### src/design/soc_ctrl_pkg.sv
package soc_ctrl_pkg;

  // --------------------------------------------------
  // Widths and counts
  // --------------------------------------------------
  localparam int unsigned AddrWidth      = 32;
  localparam int unsigned DataWidth      = 32;
  localparam int unsigned NumHarts       = 2;
  localparam int unsigned DbgDelayCycles = 500;
  localparam int unsigned DbgCntWidth    = $clog2(DbgDelayCycles + 1);

  typedef logic [DataWidth-1:0] word_t;

  // --------------------------------------------------
  // Address map
  // --------------------------------------------------
  localparam int unsigned NumDevices = 2;

  typedef enum logic {
    DevClint = 1'b0,
    DevTrace = 1'b1
  } dev_idx_e;

  typedef struct packed {
    word_t idx;
    word_t start_addr;
    word_t end_addr;
  } addr_rule_t;

  localparam word_t ClintBase   = 32'h0200_0000;
  localparam word_t ClintLength = 32'h0000_C000;
  localparam word_t TraceBase   = 32'h1000_0000;
  localparam word_t TraceLength = 32'h0000_1000;

  // End address is exclusive
  localparam addr_rule_t AddrMap [NumDevices] = '{
    '{idx: word_t'(DevClint), start_addr: ClintBase, end_addr: ClintBase + ClintLength},
    '{idx: word_t'(DevTrace), start_addr: TraceBase, end_addr: TraceBase + TraceLength}
  };

  // CLINT register offsets
  localparam word_t MsipOffset     = 32'h0000_0000;
  localparam word_t MtimecmpOffset = 32'h0000_4000;
  localparam word_t MtimeLoOffset  = 32'h0000_BFF8;
  localparam word_t MtimeHiOffset  = 32'h0000_BFFC;

  // Trace config register offsets
  localparam word_t CoreSelOffset   = 32'h0000_0000;
  localparam word_t WatchAddrOffset = 32'h0000_0004;
  localparam word_t TrigEnOffset    = 32'h0000_0008;

  // Branch-target trace of one hart
  typedef struct packed {
    logic  valid;
    word_t pc;
  } hart_trace_t;

endpackage

### src/design/cfi_trace_watch.sv
module cfi_trace_watch import soc_ctrl_pkg::*; (
  input  logic        clk_i,
  input  logic        ndmreset_n,
  input  hart_trace_t trace_i [NumHarts],
  input  logic        core_sel_i,
  input  word_t       watch_addr_i,
  input  logic        trig_en_i,
  output logic        trigger_o
);

  hart_trace_t sel_trace;
  logic        hit;

  // Trace of the hart under watch
  assign sel_trace = trace_i[core_sel_i];

  assign hit = trig_en_i & sel_trace.valid & (sel_trace.pc == watch_addr_i);

  // One pulse per matching retired jump
  always_ff @(posedge clk_i or negedge ndmreset_n) begin
    if (!ndmreset_n) begin
      trigger_o <= 1'b0;
    end else begin
      trigger_o <= hit;
    end
  end

endmodule

### config.mk
export PLATFORM = sky130hd
export DESIGN_NAME = cfi_trace_watch
export DESIGN_NICKNAME = d
export VERILOG_FILES = /design/src/design/soc_ctrl_pkg.sv /design/src/design/cfi_trace_watch.sv
export SDC_FILE = /design/constraint.sdc
export NUM_CORES = 1
export LEC_CHECK = 0
export ABC_CLOCK_PERIOD_IN_PS = 800
export BUFFER_PORTS_ARGS = -buffer_cell sky130_fd_sc_hd__buf_2
export CORE_MARGIN = 3
export CORE_UTILIZATION = 31
export DETAILED_ROUTE_END_ITERATION = 10
export GPL_TIMING_DRIVEN = 0
export PLACE_DENSITY = 0.85
export SLEW_MARGIN = 20
export SYNTH_ARGS = -nofsm -noshare
export SYNTH_HDL_FRONTEND = slang
export SYNTH_SLANG_ARGS = --single-unit
### constraint.sdc
create_clock -name clk_i -period 0.8 [get_ports clk_i]
set_input_delay 0.04 -clock clk_i [delete_from_list [all_inputs] [get_ports clk_i]]
set_output_delay 0.04 -clock clk_i [all_outputs]
set_load 0.02 [all_outputs]
Word-level counts from Yosys, hierarchy flattened
Index checks and enable logic that the tools add are counted.
{"block": "word_totals", "register_bits": 1, "elab_cells": 9}
{"block": "classes", "n_lt_le_gt_ge": 1, "n_eq_ne": 1, "mux": 3, "n_bitwise": 3}
{"operator": "33-bit two-way mux", "n": 3}
{"operator": "32-bit == test", "n": 1}
{"operator": "1-bit bitwise AND", "n": 2}
{"operator": "2-bit >= comparator, second input constant", "n": 1}
{"operator": "1-bit inverter with 2-bit output", "n": 1}

Longest topological paths before layout
{"block": "depth", "word_depth": 6, "ltp_mapped": 7, "mapped_depth_nobuf": 5}

Least setup slack after synthesis
OpenSTA, ideal clock, no wires.
{"block": "synth_path", "path_kind": "input to register", "from": "input core_sel_i", "to": "register trigger_o", "arrival_ps": 1073, "slack_ps": -354, "stages": 7, "path_cell_list": "buf_6 buf_8 mux2i_1 xnor2_1 nor4_1 nand4_1 nor3_2"}
{"block": "synth_between", "elab_chain_len": 6, "elab_cells_between_ends": 7, "cone_classes": "eq/ne (1); mux (3); bitwise (3)"}
{"item": "from (decl)", "line": "cfi_trace_watch.sv:5", "text": "input logic core_sel_i,"}
{"item": "1-bit inverter with 2-bit output (not written as such) (*)", "line": "cfi_trace_watch.sv:15", "text": "assign sel_trace = trace_i[core_sel_i];"}
{"item": "33-bit two-way mux (not written as such) (*) (3 in a row)", "line": "cfi_trace_watch.sv:15"}
{"item": "32-bit == test / 1-bit bitwise AND (equally long branches)", "line": "cfi_trace_watch.sv:17", "text": "assign hit = trig_en_i & sel_trace.valid & (sel_trace.pc == watch_addr_i);"}
{"item": "1-bit bitwise AND (*)", "line": "cfi_trace_watch.sv:17"}
{"item": "net hit", "line": "cfi_trace_watch.sv:12", "text": "logic hit;"}
{"item": "to (signal assigned)", "line": "cfi_trace_watch.sv:24", "text": "trigger_o <= hit;"}
{"item": "to (decl)", "line": "cfi_trace_watch.sv:8", "text": "output logic trigger_o"}
The timed path passes the listed nets; every way through them passes the cells marked *. The select of a mux whose other input is x is not followed.

Final worst setup path
Same ends and word-level chain as after synthesis.

==> run_results.csv <==
group,metric,value,unit
route,wl_per_cell,11.59,µm
place,io_buffers,101,
setup_path,path_delay_family,"simple AND/OR/NAND/NOR gates",
sta,finalHoldViolCount,0,
global_routing,grt-ovfl-total,0,
logic_synthesis,ys_ff_latch,1,
pwr,comb_power_share,93.3,%
pwr,vdd_ir_drop_max,0.0003541,V
route,drc,0,
sta,fin_crit_sh,169.3,%
run_status,violations,"negative setup slack",
pwr,power.density,547.6,nW/µm²
sta,slew_headroom,79.72,%
run_status,status,"finished with violations",
setup_path,arrival,1270,ps
global_routing,grt_pass1_vias,1010,
sta,setup_violations,1,
final_layout,regMostFlops,"trigger_o",
logic_synthesis,syn_avg_cell_area,9.247,µm²
global_routing,grt_max_degree,11,
pwr,switching_share,34.25,%
floorplanning,num_rows,17,
logic_synthesis,yosys.area_share.simple,10.07,%
final_layout,largest_reg_flops,1,
final_layout,final_cell_mix,"101 x buf_2, 31 x xnor2_1, 30 x mux2i_1",
logic_synthesis,synth_warnings,0,
logic_synthesis,postSynthCellCount,82,
logic_synthesis,synth_top_area_share,42.24,%
logic_synthesis,syn-num-nets,184,
setup_path,cp.required,720,ps
sta,setup_ws,-554.1,ps
setup_path,crit_type,"in2reg",
logic_synthesis,synth-seq-area-share,3.300,%
logic_synthesis,yosys.area.top_type,"mux2i_1",
route,wl,2481,µm
logic_synthesis,post_synth_num_cell_types,13,
pwr,p_leak,0.7357,nW
place,routabilityCongestion,0.7224,
cts,clk_pin_slew,0,ps
final_layout,antenna_cells,0,
global_routing,grt.total_usage,14.79,%
setup_path,cp_max_fo,6,
final_layout,final_common_cell,"buf_2",
min_path,hold_path_class,"in2reg",
pwr,intPower,0.0005069,W
global_routing,grt_antenna_before_repair,0,
setup_path,cp_cell_sequence,"buf_8 > buf_12 > mux2i_4 > xnor2_1 > nor4_1 > nand3_1 > nor3_2",
sta,slew_viol_final,0,
pwr,switchingPower,0.0002640,W
final_layout,fin_cells,214,
route,antenna_left,0,
route,drt-initial-drc-count,15,
final_layout,drive_gt1_share,60.75,%
logic_synthesis,synthAdderAreaFrac,0,%
route,num_vias,999,
floorplanning,dieArea,3075,µm²
route,drt-vias-per-instance,4.668,
place,placed_cells,211,
place,pre_cts_ws,-677.5,ps
sta,rsz0062_at_grt,"true",
floorplanning,coreArea,2276,µm²
final_layout,area_delta_synth_final,85.64,%
sta,min_period,1354,ps
final_layout,top_regs,"trigger_o x1",
route,drt_pass1_iterations,2,
logic_synthesis,netlist_area,758.2,µm²
global_routing,grt_pass1_wl,3898,µm
logic_synthesis,synth.area.mux_share,43.73,%
sta,worst_pin_slew,301.5,ps
logic_synthesis,synth_top_family_by_area,"multiplexers",
logic_synthesis,synth-compound-area-share,0,%
floorplanning,die_h,55.46,µm
final_layout,layout.nets,290,
place,hpwl,2143,µm
flow_run,cap_violations,0,
setup_path,startpoint_type,"primary input",
floorplanning,ios,103,
logic_synthesis,synth_area_leaders,"mux2i_1 42%, xnor2_1 36%, nor4_1 5.8%",
setup_path,slowest_delay,330,ps
floorplanning,initial_utilization,33.31,%
sta,fmax,738.5,MHz
pwr,pwr-share-clk,0,%
final_layout,fill_cells,205,
setup_path,cp-end-kind,"register",
pwr,seqPwrFrac,6.7,%
logic_synthesis,synthXorXnorAreaFrac,36.96,%
setup_path,path_buf_inv,2,
floorplanning,die_w,55.46,µm
setup_path,cp_slowest_cell,"nor4_1",
## cells by family after synthesis
kind of cell	Yosys count
buf+inv	4
simple gates	12
xor+xnor	32
flops	1
mux	33
## tightest hold or removal path, cell delays in order
cell,delay (ps)
buf_2,100
nand4_1,90
nor3_2,50
## path summary, 6_finish.rpt
kind	start	to	cells past startpoint
min	trig_en_i	trigger_o	3
max in group asynchronous	ndmreset_n	trigger_o	2
min in group asynchronous	ndmreset_n	trigger_o	2
max	core_sel_i	trigger_o	7
## metrics by stage
stage | setup TNS (ps) | cell area, µm² | power (W) | hold slack (ps) | utilization, %
global route | -657.7 | 1408 | 0.0008433 | 342.5 | 61.85
detailed placement | -677.5 | 1299 | 0.0007028 | -183.2 | 57.06
floorplan | -349.9 | 758.2 | 0.0004180 | -255.6 | -
global placement | -663.0 | 1299 | 0.0006924 | -184.9 | 57.06
finish | -554.1 | 1408 | 0.0007709 | 316.7 | 61.85
CTS | -551.3 | 1385 | 0.0007594 | 319.6 | 60.86
## power groups by stage
| stage | Clock [W] | Sequential [W] | Combinational, W |
|---|---|---|---|
| finish | 0 | 0.0000515 | 0.000719 |
| floorplan | 0 | 0.0000515 | 0.000367 |
| global placement | 0 | 0.0000515 | 0.000641 |
| global route | 0 | 0.0000515 | 0.000792 |
| CTS | 0 | 0.0000515 | 0.000708 |
| detailed placement | 0 | 0.0000515 | 0.000651 |
## repair_timing
action / in CTS / in global routing
gates resized for setup: 8 / 4
hold endpoints to repair: 1 / 0
buffers inserted: 2 / 0
pin swaps: 3 / 0
setup endpoints to repair: 1 / 1
hold buffers: 1 / 0
gates cloned: 0 / 0
## cell usage after synthesis (all sizes together)
master and instances:
dfrtp 1, xor2 1, mux2i 32, nor3 2, nor4 7, buf 4
xnor2 31, mux2 1, nand4 2, nand3 1
## cell type report
type,count,area [µm²],share of cell area [%]
Buffer,4,75.07,5.333
Multi-Input combinational cell,77,716.9,50.93
Sequential cell,1,25.02,1.778
Tap cell,28,35.03,2.489
Timing Repair Buffer,104,555.5,39.47
## per-layer routing
metal / global-route usage (%) / up-vias / share of wire, %
met2: 30.91 / 54 / 53
met5: 0 / - / 0
li1: - / 510 / -
met3: 1.636 / 0 / 8.8
met1: 16.13 / 435 / 38
met4: 0.6944 / 0 / 0
No activity file was read; power rests on OpenSTA's default activity.
