`config.mk`:
```
export PLATFORM = sky130hd
export DESIGN_NAME = debug_req_gate
export DESIGN_NICKNAME = d
export VERILOG_FILES = /design/src/design/soc_ctrl_pkg.sv /design/src/design/debug_req_gate.sv
export SDC_FILE = /design/constraint.sdc
export NUM_CORES = 1
export LEC_CHECK = 0
export ABC_AREA = 1
export BUFFER_PORTS_ARGS = -buffer_cell sky130_fd_sc_hd__buf_2
export CORE_AREA = 2 2 39 41
export CTS_CLUSTER_SIZE = 8
export DETAILED_ROUTE_END_ITERATION = 8
export DIE_AREA = 0 0 41 43
export GPL_ROUTABILITY_DRIVEN = 0
export SLEW_MARGIN = 20
export SYNTH_ARGS = -nofsm -noshare
export SYNTH_HDL_FRONTEND = slang
export SYNTH_SLANG_ARGS = --single-unit
export TNS_END_PERCENT = 5
```
`constraint.sdc`:
```
create_clock -name clk_i -period 1.9 [get_ports clk_i]
set_clock_uncertainty 0.1 [all_clocks]
set_input_delay 0.285 -clock clk_i [delete_from_list [all_inputs] [get_ports clk_i]]
set_output_delay 0.285 -clock clk_i [all_outputs]
set_load 0.05 [all_outputs]
```
`src/design/soc_ctrl_pkg.sv`:
```
package soc_ctrl_pkg;

  // --------------------------------------------------
  // Widths and counts
  // --------------------------------------------------
  localparam int unsigned AddrWidth      = 32;
  localparam int unsigned DataWidth      = 32;
  localparam int unsigned NumHarts       = 2;
  localparam int unsigned DbgDelayCycles = 500;
  localparam int unsigned DbgCntWidth    = $clog2(DbgDelayCycles + 1);

  typedef logic [DataWidth-1:0] word_t;

  // --------------------------------------------------
  // Address map
  // --------------------------------------------------
  localparam int unsigned NumDevices = 2;

  typedef enum logic {
    DevClint = 1'b0,
    DevTrace = 1'b1
  } dev_idx_e;

  typedef struct packed {
    word_t idx;
    word_t start_addr;
    word_t end_addr;
  } addr_rule_t;

  localparam word_t ClintBase   = 32'h0200_0000;
  localparam word_t ClintLength = 32'h0000_C000;
  localparam word_t TraceBase   = 32'h1000_0000;
  localparam word_t TraceLength = 32'h0000_1000;

  // End address is exclusive
  localparam addr_rule_t AddrMap [NumDevices] = '{
    '{idx: word_t'(DevClint), start_addr: ClintBase, end_addr: ClintBase + ClintLength},
    '{idx: word_t'(DevTrace), start_addr: TraceBase, end_addr: TraceBase + TraceLength}
  };

  // CLINT register offsets
  localparam word_t MsipOffset     = 32'h0000_0000;
  localparam word_t MtimecmpOffset = 32'h0000_4000;
  localparam word_t MtimeLoOffset  = 32'h0000_BFF8;
  localparam word_t MtimeHiOffset  = 32'h0000_BFFC;

  // Trace config register offsets
  localparam word_t CoreSelOffset   = 32'h0000_0000;
  localparam word_t WatchAddrOffset = 32'h0000_0004;
  localparam word_t TrigEnOffset    = 32'h0000_0008;

  // Branch-target trace of one hart
  typedef struct packed {
    logic  valid;
    word_t pc;
  } hart_trace_t;

endpackage

```
`src/design/debug_req_gate.sv`:
```
module debug_req_gate import soc_ctrl_pkg::*; (
  input  logic                clk_i,
  input  logic                ndmreset_n,
  input  logic [NumHarts-1:0] debug_req_i,
  output logic [NumHarts-1:0] debug_req_o
);

  logic [DbgCntWidth-1:0] cnt_q;

  // Window for boot code before debug may halt the harts
  always_ff @(posedge clk_i or negedge ndmreset_n) begin
    if (!ndmreset_n) begin
      cnt_q <= DbgCntWidth'(DbgDelayCycles);
    end else if (cnt_q != '0) begin
      cnt_q <= cnt_q - 1'b1;
    end
  end

  assign debug_req_o = (cnt_q != '0) ? '0 : debug_req_i;

endmodule

```
After elaboration in Yosys (flattened, before gate mapping)
Index checks and enable logic that the tools add are counted.
{"block": "totals", "reg_bits": 9, "input_bits": 4, "out_inout_bits": 2, "wordCells": 4}
{"block": "classes", "addsub": 1, "muxes": 1, "reduce_logical": 1}
{"op": "$reduce_bool 9->1", "n": 1}
{"op": "$sub 9x1->9 const B", "n": 1}
{"op": "$mux 2", "n": 1}

Depth between registers and ports, before layout
Gate-level depths: netlist of the first run.
{"block": "depth", "ltp_word": 2, "depth_mapped": 8, "mapped_depth_nobuf": 8}

Least setup slack after synthesis of the first run
Ideal clock, no wire load.
{"block": "synth_timing", "path_type": "register to output", "from": "register cnt_q[1]", "to": "output port debug_req_o[1]", "arrival_ps": 1733, "required_time_ps": 1515, "slack_ps": -218, "stages_incl_launch_ff": 8, "path_buffers": 1, "path_cell_list": "dfrtp_1 > inv_1 > ha_1 > nand2_2 > nor2_2 > nand2_2 > buf_6 > nor2_1"}
{"block": "synth_between", "elab_chain_len": 2}
{"item": "start: declaration", "line": "debug_req_gate.sv:8", "text": "logic [DbgCntWidth-1:0] cnt_q;"}
{"item": "start signal: assignment", "line": "debug_req_gate.sv:13", "text": "cnt_q <= DbgCntWidth'(DbgDelayCycles);"}
{"item": "start signal: assignment", "line": "debug_req_gate.sv:15", "text": "cnt_q <= cnt_q - 1'b1;"}
{"item": "$reduce_bool 9->1", "line": "debug_req_gate.sv:19", "text": "assign debug_req_o = (cnt_q != '0) ? '0 : debug_req_i;"}
{"item": "$mux 2", "line": "debug_req_gate.sv:19"}
{"item": "end: declaration", "line": "debug_req_gate.sv:5", "text": "output logic [NumHarts-1:0] debug_req_o"}
Every way passes these cells.

Worst setup path in the final report of the first run
{"block": "layout_timing", "from": "register cnt_q[0]", "to": "output port debug_req_o[1]"}
The elaborated chain is that of the path after synthesis.

==> flow_metrics.tcl, run 1 <==
set metrics [dict create \
    status "finished, final reports clean" \
    crit_type "reg -> out" \
    yosys_warnings 0 \
    placementRows 14 \
    clock-sinks 9 \
    wl_per_cell_um 10.2 \
    avgViaCountPerCell 4.51 \
    cts_root_buf "clkbuf_4" \
    drc 0 \
    antenna_found_initial 0 \
    nets 89 \
    largest_reg_flops 9 \
    reg2reg_setup_slack_ns 0.49 \
    yosysTopAreaCell "dfstp_2" \
    cap_viol_max_count 0 \
    cp_common_cell "nand2_2" \
    vdd_drop_max_v 0.000306 \
    synth_nets 76 \
    tightest_slew_ns 0.209 \
    die_h_um 43 \
    reg_top3 "cnt_q: 9 flops" \
    worstSetupEndpointType "output pin" \
    hold_path_class "in -> async" \
    die_w_um 41 \
    top_register "cnt_q" \
    fp.coreArea_um2 1380 \
    crit_path_top_delay_cell "dfrtp_1" \
    num-fill-cells 150 \
    area_growth_pct 25.3 \
    fmax_mhz 550 \
    drive_above_1_share_pct 37.3 \
    globalRouteTotalUtil_pct 14.8 \
    cts_buffers 3 \
    clk_path_buf_depth 2 \
    die_area_um2 1760 \
    final_area_um2 657 \
    placed_area_um2 568 \
    hpwl_um 711 \
    finalPower_uw 368 \
    leakagePower_nw 0.363 \
    slew_viol_final 0 \
    grt_pass1_wl_mm 1.70 \
    final_cell_mix "nand2_1 (17), inv_1 (15), nor2_1 (7), dfstp_2 (6), nand3_1 (4)" \
    p_per_area_nw_per_um2 561 \
    multiInputGateArea_um2 244 \
    period_share_pct 95.8 \
    ys_top_cells_by_area "dfstp_2 (30%), dfrtp_1 (14%), inv_1 (12%), nand2_1 (12%), nor2_1 (6.4%)" \
    crit_family "flip-flops" \
    synth_cell_types 16 \
    syn-mean-instance-area_um2 7.38 \
    period_needed_ns 1.82 \
    cts_tree "done" \
    num_antenna_cells 0 \
    required_ns 1.51 \
    path_buf_inv 2 \
    synth-seq-area-share_pct 44.4 \
    vias 446 \
    drtIter0Drc 4 \
    cp-start-kind "flip-flop" \
    insertion_delay_ns 0.27 \
    htreeDepth 1 \
    clk_pin_slew_worst_paths_ns 0.06 \
    drt_pass1_iterations 4 \
    hold_viol_final 0 \
    worst-path-max-fanout 3 \
    final_common_cell "nand2_1" \
    cpPeakStageDelay_ns 0.40 \
    synth_area_um2 524 \
    portBuffers 5 \
    yosysTopAreaCellShare_pct 30.1 \
    finish.utilization_pct 47.5 \
    initial_core_util_pct 37.9 \
    postRouteAntennaNets 0 \
    drt_wl_total_mm 1.01 \
    ys_ff_latch 9 \
    ff_latch_area_um2 233 \
    cp_cell_sequence "inv_2 > ha_4 > nand2_2 > nor2_4 > nand2_2 > nor2_2 > buf_6" \
    setup_violations 0 \
    slew_headroom_pct 86.1 \
    grt.overflow.total 0 \
    grt_start_max_net_pins 10 \
    synth_cells 71 \
    grt_pass1_vias 434 \
    io_pins 6 \
    crit_arrival_ns 1.43 \
]
## synth_stat cells (all sizes together)
library cell and number:
inv 17, o21ai 3, a21oi 1, nand2 20, xor2 1, or2 1
ha 1, nand4 1, nand3 4, dfstp 6, buf 1, nor2 12
dfrtp 3
## final timing paths
kind | start | to | cells past startpoint
hold / removal | ndmreset_n | cnt_q[3]$_DFFE_PN0P_ | 2
hold reg to reg | cnt_q[8]$_DFFE_PN1P_ | cnt_q[8]$_DFFE_PN1P_ | 2
setup reg to reg | cnt_q[0]$_DFFE_PN0P_ | cnt_q[0]$_DFFE_PN0P_ | 9
setup / recovery | cnt_q[0]$_DFFE_PN0P_ | debug_req_o[1] | 7
max in group asynchronous | ndmreset_n | cnt_q[5]$_DFFE_PN1P_ | 2
min in group clk_i | cnt_q[8]$_DFFE_PN1P_ | cnt_q[8]$_DFFE_PN1P_ | 2
## kinds of logic (layout without fill, tap and decap cells)
kind of cell	Yosys count	count (layout)	synth area share, %
AOI/OAI and AO/OA	4	4	5.25
xor gates and xnor gates	1	1	1.67
adders and majority gates	1	1	2.39
buffers and inverters	18	30	14.3
DFF	9	9	44.4
and+or+nand+nor	38	38	32.0
## through the flow
stage                     hold WS (ns)  worst slack, ns  TNS [ns]  cells
after floorplan                 -0.111           0.0162         0     71
after global placement          0.0485            0.144         0     92
after detailed placement        0.0489            0.135         0     92
after CTS                        0.305           0.0123         0     97
after global routing             0.324         -0.00901  -0.00901     99
final                            0.300           0.0806         0     99
## repair_timing
| item | CTS | global route |
|---|---|---|
| pin swaps | 0 | 3 |
| hold endpoints to repair | 5 | 0 |
| setup buffers | 0 | 2 |
| endpoints found under the setup margin | 2 | 2 |
| gates resized for setup | 8 | 3 |
| hold buffers | 1 | 0 |
## final cells by class
class	instances	area share, %
inverters	17	9.71
flip-flops and latches	9	35.4
clock buffers	4	4.00
multi-input cells	44	37.1
repair buffers	9	10.7
well taps	16	3.05
## layer usage
metal | GRT usage [%] | wire, um
met1 | 17.5 | 429
met2 | 23.4 | 511
met3 | 4.71 | 43
met4 | 6.00 | 22
met5 | 0 | 0
## where the power goes
part           switching [mW]  internal (mW)
sequential                  0          0.192
combinational          0.0148        0.00885
clock                  0.0710         0.0812
Note: power is estimated with default switching activity, not from simulation.
==> run 2: changes to the inputs <==
--- a/config.mk
+++ b/config.mk
@@ -7,11 +7,14 @@
 export LEC_CHECK = 0
 export ABC_AREA = 1
 export BUFFER_PORTS_ARGS = -buffer_cell sky130_fd_sc_hd__buf_2
-export CORE_AREA = 2 2 39 41
+export CELL_PAD_IN_SITES_DETAIL_PLACEMENT = 0
+export CELL_PAD_IN_SITES_GLOBAL_PLACEMENT = 1
+export CORE_MARGIN = 2
+export CORE_UTILIZATION = 38
 export CTS_CLUSTER_SIZE = 8
 export DETAILED_ROUTE_END_ITERATION = 8
-export DIE_AREA = 0 0 41 43
 export GPL_ROUTABILITY_DRIVEN = 0
+export PLACE_DENSITY_LB_ADDON = 0.1
 export SLEW_MARGIN = 20
 export SYNTH_ARGS = -nofsm -noshare
 export SYNTH_HDL_FRONTEND = slang
==> flow_metrics.tcl, run 2 (synthesis results as in run 1) <==
set metrics [dict create \
    top_register "cnt_q" \
    period_needed_ns 1.79 \
    post_cts_buffers 0 \
    setup_violations 0 \
    cp_common_cell "nand2_2" \
    period_share_pct 94.4 \
    grt.overflow.total 0 \
    ff_latch_area_um2 233 \
    cp_cell_sequence "inv_2 > ha_4 > nand2_2 > nor2_4 > nand2_2 > nor2_2 > buf_6" \
    clk_pin_slew_worst_paths_ns 0.06 \
    crit_arrival_ns 1.41 \
    p_int_uw 282 \
    worstSetupEndpointType "output pin" \
    hpwl_um 666 \
    die_h_um 41.1 \
    globalRouteTotalUtil_pct 13.1 \
    cts_root_buf "clkbuf_4" \
    drt_pass1_iterations 4 \
    die_w_um 41.1 \
    p_comb_share_pct 6.6 \
    setup_tns_ns 0 \
    area_growth_pct 22.2 \
    p_per_area_nw_per_um2 561 \
    slew_viol_final 0 \
    leakagePower_nw 0.353 \
    crit_path_top_delay_cell "dfrtp_1" \
    worst_slack_ns 0.107 \
    hold_path_class "in -> async" \
    die_area_um2 1690 \
    insertion_delay_ns 0.25 \
    drive_above_1_share_pct 35.4 \
    placementRows 13 \
    clk_path_buf_depth 2 \
    final_cell_mix "nand2_1 (17), inv_1 (15), nor2_1 (8), dfstp_2 (6), nand3_1 (4)" \
    num-fill-cells 136 \
    io_pins 6 \
    worst-path-max-fanout 3 \
    cap_viol_max_count 0 \
    portBuffers 5 \
    clock-sinks 9 \
    vias 437 \
    avgViaCountPerCell 4.51 \
    grt_pass1_wl_mm 1.35 \
    multiInputGateArea_um2 236 \
    vdd_drop_max_v 0.000311 \
    drt_wl_total_um 853 \
    placed_area_um2 574 \
    largest_reg_flops 9 \
    grt_start_max_net_pins 10 \
    power.net_switching_uw 77.3 \
    final_area_um2 641 \
    cpPeakStageDelay_ns 0.40 \
    grt_pass1_vias 333 \
    cts_buffers 3 \
    swShare_pct 21.5 \
    cp-start-kind "flip-flop" \
    pre_cts_ws_ns 0.216 \
    fmax_mhz 558 \
    required_ns 1.51 \
    postRouteAntennaNets 0 \
    rsz0062_at_grt "no" \
    drtIter0Drc 7 \
    cts_tree "done" \
    antenna_found_initial 0 \
    hold_viol_final 0 \
    tightest_slew_ns 0.197 \
    fp.coreArea_um2 1300 \
    wl_per_cell_um 8.79 \
    nets 88 \
    final_common_cell "nand2_1" \
    htreeDepth 1 \
    reg_top3 "cnt_q: 9 flops" \
    initial_core_util_pct 40.3 \
    status "finished, final reports clean" \
    num_antenna_cells 0 \
    crit_type "reg -> out" \
    seqPwrFrac_pct 53.5 \
    drc 0 \
    hold_ws_ns 0.302 \
    clkPwrFrac_pct 39.9 \
    slew_headroom_pct 86.8 \
]
## run 2: per-layer routing
metal | vias to the layer above | wire length [um] | track usage [%]
met3 | 4 | 24 | 3.26
met1 | 193 | 419 | 16.2
met4 | 0 | 23 | 9.68
li1 | 231 | - | -
met5 | - | 0 | 0
met2 | 9 | 385 | 19.5
## run 2: stage by stage
stage,util (%),std cells,total power [mW]
after global routing,49.2,97,0.378
after global placement,44.1,92,0.215
final,49.2,97,0.359
after floorplan,-,71,0.206
after CTS,48.5,97,0.364
after detailed placement,44.1,92,0.215
## run 2: cell type report
type | instances | share of cell area [%]
clock buffers | 4 | 4.10
inverters | 17 | 9.96
multi-input cells | 44 | 36.9
flip-flops and latches | 9 | 36.3
well taps | 15 | 2.93
repair buffers | 8 | 9.77
## run 2: path summary, 6_finish.rpt
| check | start | to | slack [ns] | cells past startpoint |
|---|---|---|---|---|
| worst max-delay path | cnt_q[0]$_DFFE_PN0P_ | debug_req_o[1] | 0.11 | 7 |
| worst min-delay path | ndmreset_n | cnt_q[3]$_DFFE_PN0P_ | 0.30 | 2 |
| min in group clk_i | cnt_q[8]$_DFFE_PN1P_ | cnt_q[8]$_DFFE_PN1P_ | 0.38 | 2 |
| worst max register to register | cnt_q[0]$_DFFE_PN0P_ | cnt_q[0]$_DFFE_PN0P_ | 0.49 | 9 |
| max in group asynchronous | ndmreset_n | cnt_q[5]$_DFFE_PN1P_ | 1.15 | 2 |
| worst min register to register | cnt_q[8]$_DFFE_PN1P_ | cnt_q[8]$_DFFE_PN1P_ | 0.38 | 2 |
## run 2: worst max-delay path: cells and delay by family (launching register included)
| kind | cells | cell delay (ns) |
|---|---|---|
| simple gates | 4 | 0.36 |
| fa+ha+maj | 1 | 0.14 |
| buf+inv | 2 | 0.25 |
| flops | 1 | 0.40 |
## run 2: power groups by stage
stage               combinational (mW)  clock [mW]  sequential [mW]
global placement                0.0196           0            0.195
CTS                             0.0242       0.148            0.192
global route                    0.0254       0.160            0.192
detailed placement              0.0194           0            0.195
finish                          0.0237       0.143            0.192
floorplan                       0.0108           0            0.195
## run 2: repair_timing
item,in CTS,in global routing
gates resized for setup,6,3
endpoints found under the setup margin,2,2
hold endpoints to repair,3,0
pin swaps,0,1
hold buffers,1,0
